--- src/dcache_read_defines.svh ---
`ifndef DCACHE_READ_DEFINES_SVH
`define DCACHE_READ_DEFINES_SVH

// cache geometry.
`define DC_WAYS       4
`define DC_SETS       64
`define DC_LINE_BITS  512

// read-type byte masks.
`define RT_BYTE       4'b0001
`define RT_HALF       4'b0011
`define RT_WORD       4'b1111

// cache operation codes.
`define CACOP_IDX_RD  2'b01
`define CACOP_HIT_RD  2'b10

`endif

--- src/verilog/dcache_pkg.sv ---
`include "dcache_read_defines.svh"

package dcache_pkg;

    typedef logic [31:0]                          addr_t;
    typedef logic [31:0]                          word_t;
    typedef logic [`DC_LINE_BITS-1:0]             line_t;
    typedef logic [`DC_WAYS*`DC_LINE_BITS-1:0]    set_lines_t;
    typedef logic [`DC_WAYS-1:0]                  way_sel_t;
    typedef logic [19:0]                          tag_t;
    typedef logic [5:0]                           index_t;
    typedef logic [3:0]                           read_type_t;
    typedef logic [1:0]                           cacop_code_t;

    // op is 0 for load or LL, 1 for store or SC.
    typedef struct packed {
        logic        valid;
        logic        op;
        logic        is_atom;
        logic        uncache;
        read_type_t  read_type;
        logic        signed_ext;
        logic        cacop_en;
        cacop_code_t cacop_code;
        addr_t       addr;
        word_t       w_data;
        logic        llbit;
    } dcache_req_t;

    typedef enum logic [1:0] {
        RB_IDLE,
        RB_LOOKUP,
        RB_MISS
    } rbuf_state_t;

endpackage

--- src/verilog/dcache_req_buffer.sv ---
`timescale 1ns/1ps
`include "dcache_read_defines.svh"

module dcache_req_buffer import dcache_pkg::*; (
    input  logic        clk,
    input  logic        rst_n,
    input  dcache_req_t req,
    input  way_sel_t    hit_way,
    input  logic        refill_valid,
    output dcache_req_t rbuf,
    output logic        rd_en,
    output logic        lookup,
    output logic        refill_we,
    output logic        inval_en,
    output way_sel_t    inval_way,
    output logic        busy,
    output logic        miss,
    output addr_t       miss_addr,
    output logic        resp_valid,
    output logic        r_data_sel
);

    rbuf_state_t state;
    rbuf_state_t state_next;
    logic        accept;
    logic        is_hit;
    logic        is_sc;
    logic        lookup_done;

    assign accept = (state == RB_IDLE) && req.valid;
    assign is_hit = |hit_way;
    assign is_sc  = rbuf.is_atom && rbuf.op;

    // a lookup answers at once unless the access has to go to the bus.
    assign lookup_done = rbuf.cacop_en || (!rbuf.uncache && (is_hit || is_sc));

    assign rd_en      = accept;
    assign lookup     = (state == RB_LOOKUP);
    assign busy       = (state != RB_IDLE);
    assign miss       = (state == RB_MISS);
    assign miss_addr  = rbuf.addr;
    assign r_data_sel = lookup;
    assign resp_valid = (lookup && lookup_done) || (miss && refill_valid);
    assign refill_we  = miss && refill_valid && !rbuf.uncache;
    assign inval_en   = lookup && rbuf.cacop_en;

    // index-read names the way in the low address bits.
    assign inval_way = (rbuf.cacop_code == `CACOP_IDX_RD) ?
                       way_sel_t'(1) << rbuf.addr[1:0] : hit_way;

    always_comb begin
        state_next = state;
        case (state)
            RB_IDLE: begin
                if (accept) begin
                    state_next = RB_LOOKUP;
                end
            end
            RB_LOOKUP: begin
                state_next = lookup_done ? RB_IDLE : RB_MISS;
            end
            RB_MISS: begin
                if (refill_valid) begin
                    state_next = RB_IDLE;
                end
            end
            default: state_next = RB_IDLE;
        endcase
    end

    always_ff @(posedge clk) begin
        if (!rst_n) begin
            state <= RB_IDLE;
        end else begin
            state <= state_next;
        end
    end

    always_ff @(posedge clk) begin
        if (accept) begin
            rbuf <= req;
        end
    end

endmodule

--- config.mk ---
export PLATFORM = sky130hd
export DESIGN_NAME = dcache_req_buffer
export DESIGN_NICKNAME = d
export VERILOG_FILES = /design/src/verilog/dcache_pkg.sv /design/src/verilog/dcache_req_buffer.sv
export VERILOG_INCLUDE_DIRS = /design/src
export SDC_FILE = /design/constraint.sdc
export NUM_CORES = 1
export LEC_CHECK = 0
export CAP_MARGIN = 40
export CORE_MARGIN = 5
export CORE_UTILIZATION = 40
export CTS_CLUSTER_SIZE = 14
export DETAILED_ROUTE_END_ITERATION = 8
export DONT_BUFFER_PORTS = 1
export PLACE_DENSITY = 0.65
export SKIP_LAST_GASP = 1
export SYNTH_ARGS = -nofsm -noshare
export SYNTH_HDL_FRONTEND = slang
export SYNTH_SLANG_ARGS = --single-unit
--- constraint.sdc ---
create_clock -name clk -period 7.39 [get_ports clk]
set_input_delay 1.478 -clock clk [delete_from_list [all_inputs] [get_ports clk]]
set_output_delay 1.478 -clock clk [all_outputs]
set_load 0.03 [all_outputs]
# Yosys cells after proc, flatten, opt, wreduce, memory -nomap -nowiden

Index checks and enable logic that the tools add are counted.
Widths: inputs -> output; s select.

Eq/ne operators: 5
Shift operators: 1
Muxes and demuxes: 5
Reductions and logical operators: 15

Operators by type and width:

| cell                | number |
|---|---|
| $logic_and 1x1->1   | 7 |
| $mux 2              | 3 |
| $pmux 2 s3          | 1 |
| $eq 2x1->1 const B  | 2 |
| $mux 4              | 1 |
| $ne 2x2->1 const B  | 2 |
| $reduce_or 4->1     | 1 |
| $shl 1x2->4 const A | 1 |
| $logic_or 1x1->1    | 3 |
| $eq 2x2->1 const B  | 1 |
| $logic_not 2->1     | 1 |
| $reduce_and 2->1    | 1 |
| $reduce_bool 2->1   | 1 |
| $logic_not 1->1     | 1 |

Flip-flop bits (word level): 79
Input bits: 84
Output and inout port bits: 121

# Logic depth before layout (Yosys ltp)

Depth after elaboration: 6
Depth in mapped cells: 4

# Worst setup path after synthesis

No wires, ideal clock.

Path type: input to output
Start: input req[76] (netlist name)
End: output rd_en
Data arrival time: 5.083 ns
Setup slack: 0.829 ns
Stages on the path: 2
Buffers on the path: 0
Path through: inv_1 -> nor2_1

Word-level cells in the longest chain between the ends: 1

RTL lines:

| item               | RTL line                | source |
|---|---|---|
| start: declaration | dcache_req_buffer.sv:7  | `input dcache_req_t req,` |
| $logic_and 1x1->1  | dcache_req_buffer.sv:30 | `assign accept = (state == RB_IDLE) && req.valid;` |
| end: declaration   | dcache_req_buffer.sv:11 | `output logic rd_en,` |

No other way between the ends.

# Worst setup path after layout

Start: input hit_way[2]
End: output resp_valid

Word-level cells in the longest chain between the ends: 6

RTL lines:

| item               | RTL line                | source |
|---|---|---|
| start: declaration | dcache_req_buffer.sv:8  | `input way_sel_t hit_way,` |
| $reduce_or 4->1    | dcache_req_buffer.sv:31 | `assign is_hit = \|hit_way;` |
| $logic_or 1x1->1   | dcache_req_buffer.sv:35 | `assign lookup_done = rbuf.cacop_en \|\| (!rbuf.uncache && (is_hit \|\| is_sc));` |
| $logic_and 1x1->1  | dcache_req_buffer.sv:35 |  |
| $logic_or 1x1->1   | dcache_req_buffer.sv:35 |  |
| $logic_and 1x1->1  | dcache_req_buffer.sv:43 | `assign resp_valid = (lookup && lookup_done) \|\| (miss && refill_valid);` |
| $logic_or 1x1->1   | dcache_req_buffer.sv:43 |  |
| end: declaration   | dcache_req_buffer.sv:19 | `output logic resp_valid,` |

No other way between the ends.

==> results.py <==
metrics = {
    "route": {
        "drt-wirelength-per-cell_microns": 22.97,
        "drt_iter0_markers": 29,
        "drtAntennaViolNets": 0,
        "wirelength_microns": 5261,
        "drc_errors": 0,
        "vias_per_cell": 4.873,
        "num_vias": 1116,
        "dr.pass1.iters": 4,
    },
    "global_routing": {
        "antenna_found_initial": 2,
        "grt_pass1_wl_microns": 7113,
        "grt_pass1_vias": 1242,
        "grtUsageTotal_pct": 11.81,
        "grt_start_max_net_pins": 47,
        "grt-ovfl-total": 0,
    },
    "clock_network": {
        "cts_tree": "done",
        "clock-root-buffer": "clkbuf_8",
        "postCtsSetupRepairBufs": 0,
        "cts_buffers": 9,
        "cts_hold_buffers": 0,
        "post_cts_resize_count": 0,
        "clk_pin_slew_ns": 0.08,
        "htree_levels": 3,
        "clkSinkCount": 79,
        "clock_path_buffers": 2,
        "worstSkewPairLatency_ns": 0.34,
    },
    "sta": {
        "worst_hold_slack_ns": 0.8398,
        "finClkSkew_ns": 0.007244,
        "clock.fmax_mhz": 278.5,
        "min_period_ns": 3.590,
        "maxSlewHeadroom_pct": 46.91,
        "hold_violations": 0,
        "setup_viol": 0,
        "setup_tns_ns": 0,
        "fin_crit_sh_pct": 48.58,
        "slew_violations": 0,
        "tightest_slew_ns": 0.7948,
        "rsz0062_at_grt": "false",
    },
    "synth": {
        "yosys.area.top_type_share_pct": 82.94,
        "syn_nets": 228,
        "ys_seq_area_share_pct": 84.38,
        "async_flop_share_pct": 0,
        "synth_common_cells": "77 x edfxtp_1, 33 x buf_4, 7 x nand2_1, 4 x inv_1, 4 x nand2b_1",
        "synthFlopType": "edfxtp_1",
        "yosysWarnings": 0,
        "ys_ff_latch": 79,
        "yosys.area.top_type": "edfxtp_1",
        "yosysUniqueCellTypes": 20,
        "synth_area_leaders": "edfxtp_1 83%, buf_4 8.9%, dfxtp_1 1.4%",
        "netlist_instances": 144,
        "synth_edf_count": 77,
        "syn_area_per_cell_sq_um": 19.36,
        "syn_area_sq_mm": 0.002788,
        "synth_most_common_cell": "edfxtp_1",
    },
    "setup_path": {
        "startpoint_type": "input pin",
        "r2r-end": "miss_addr[7]",
        "critical-path-top-delay-family": "simple AND/OR/NAND/NOR gates",
        "cp.depth": 3,
        "path_cells": "nor4_4 > a211o_2 > nand2_1",
        "rr_worst_depth": 4,
        "endpoint_kind": "primary output",
        "path_max_fanout": 2,
        "r2r_setup_slack_ns": 5.20,
        "setup.worst_path.start": "hit_way[2]",
        "worstReg2RegStart": "state[1]",
        "slowest_stage": "nor4_4",
        "required_ns": 5.91,
        "worstPathArrival_ns": 2.11,
        "critical-path-max-stage-delay_ns": 0.28,
        "cp_num_buf_inv": 0,
        "crit_type": "input pin to primary output",
        "crit_path_end": "resp_valid",
    },
    "pwr": {
        "pwr-share-clk_pct": 33.2,
        "p_leak_nw": 0.9806,
        "pwr-share-seq_pct": 63.7,
        "peakVddDrop_mv": 0.1957,
        "internal_power_mw": 0.6967,
        "p_total_mw": 0.9701,
        "power_density_mw_per_mm2": 332.9,
        "swShare_pct": 28.18,
        "p_sw_mw": 0.2734,
        "comb_power_share_pct": 3.1,
    },
    "floorplan": {
        "fp.dieW_microns": 93.48,
        "core_area_sq_mm": 0.006794,
        "die_h_microns": 93.48,
        "fp.dieArea_sq_mm": 0.008739,
        "io-pin-count": 205,
        "rows": 30,
        "initial_core_util_pct": 41.03,
    },
    "final_layout": {
        "num_antenna_cells": 0,
        "fillCellCount": 572,
        "register_area_sq_mm": 0.002352,
        "multi_input_area_sq_um": 176.4,
        "syn_to_final_growth_pct": 4.533,
        "nets": 212,
        "final_cell_area_sq_mm": 0.002914,
        "drive_gt1_share_pct": 19.55,
        "utilization_pct": 42.89,
    },
    "placed_design": {
        "gp_congestion": 0.6557,
        "dp_hpwl_microns": 4211,
        "port_buffers": 0,
        "placed_area_sq_mm": 0.002704,
    },
    "worst_hold_path": {
        "hold_path.class": "flip-flop to flip-flop",
    },
    "run": {
        "cap_violations": 0,
    },
    "status": {
        "status": "complete, no violations",
    },
}
## power groups by stage
stage / Clock [mW] / Combinational [mW] / Sequential [mW]
finish: 0.322 / 0.0305 / 0.618
global route: 0.360 / 0.0334 / 0.622
CTS: 0.335 / 0.0312 / 0.619
detailed placement: 0 / 0.0312 / 0.628
global placement: 0 / 0.0284 / 0.628
floorplan: 0 / 0.0607 / 0.603
## stage by stage
step,setup slack [ns],std cells
global placement,3.603,208
global route,3.757,229
detailed placement,3.784,213
finish,3.800,229
CTS,3.784,229
floorplan,0.8292,144
## worst register-to-register path, stage by stage, from the launching register on
cell and delay, ns:
dfxtp_1 0.32, or2_1 0.38, nor2_4 0.13, buf_4 0.40
buf_4 0.57
## metal layers
layer | GRT usage, % | vias up | routed length, microns
li1 | - | 465 | -
met1 | 10.44 | 512 | 1591
met2 | 17.63 | 119 | 2646
met3 | 10.38 | 16 | 881
met4 | 7.448 | 4 | 119
met5 | 0 | - | 23
## kinds of logic (layout without fill, tap and decap cells)
kind of cell / count (synthesis) / after routing / synth area share, %
AND/OR/NAND/NOR: 19 / 19 / 4.040
AO/OA/AOI/OAI: 8 / 8 / 2.020
buffers and inverters: 38 / 27 / 9.560
flip-flops: 79 / 79 / 84.38
## layout by cell type (no fill, tap or decap), types with 2 or more instances in the layout
cell / netlist / routed
buf_2: 0 / 5
inv_6: 0 / 2
clkbuf_8: 0 / 9
nand2_1: 7 / 7
buf_4: 33 / 2
nand2b_1: 4 / 4
dfxtp_1: 2 / 2
inv_1: 4 / 4
inv_8: 0 / 2
o21ai_0: 3 / 3
edfxtp_1: 77 / 77
## worst min path at each step
stage	start	to	slack, ns	cells after the start
after detailed placement	state[0]	state[1]	0.84	3
after global placement	state[0]	state[1]	0.83	3
final	state[0]	state[1]	0.84	3
after CTS	state[0]	state[1]	0.85	3
after global routing	rbuf[74]	state[1]	0.93	3
after floorplan	state[0]	state[1]	0.77	3
## final cells by class
type,instances,area share [%]
inverters,4,0.5152
multi-input cells,27,6.054
well taps,96,4.122
repair buffers,7,1.374
clock inverters,7,2.963
flip-flops and latches,79,80.72
clock buffers,9,4.251
## registers in the layout, indices dropped and copies added, names as in the netlist
name       cells
miss_addr     32
rbuf          45
state          2
Power figures use the tool's default switching activity.
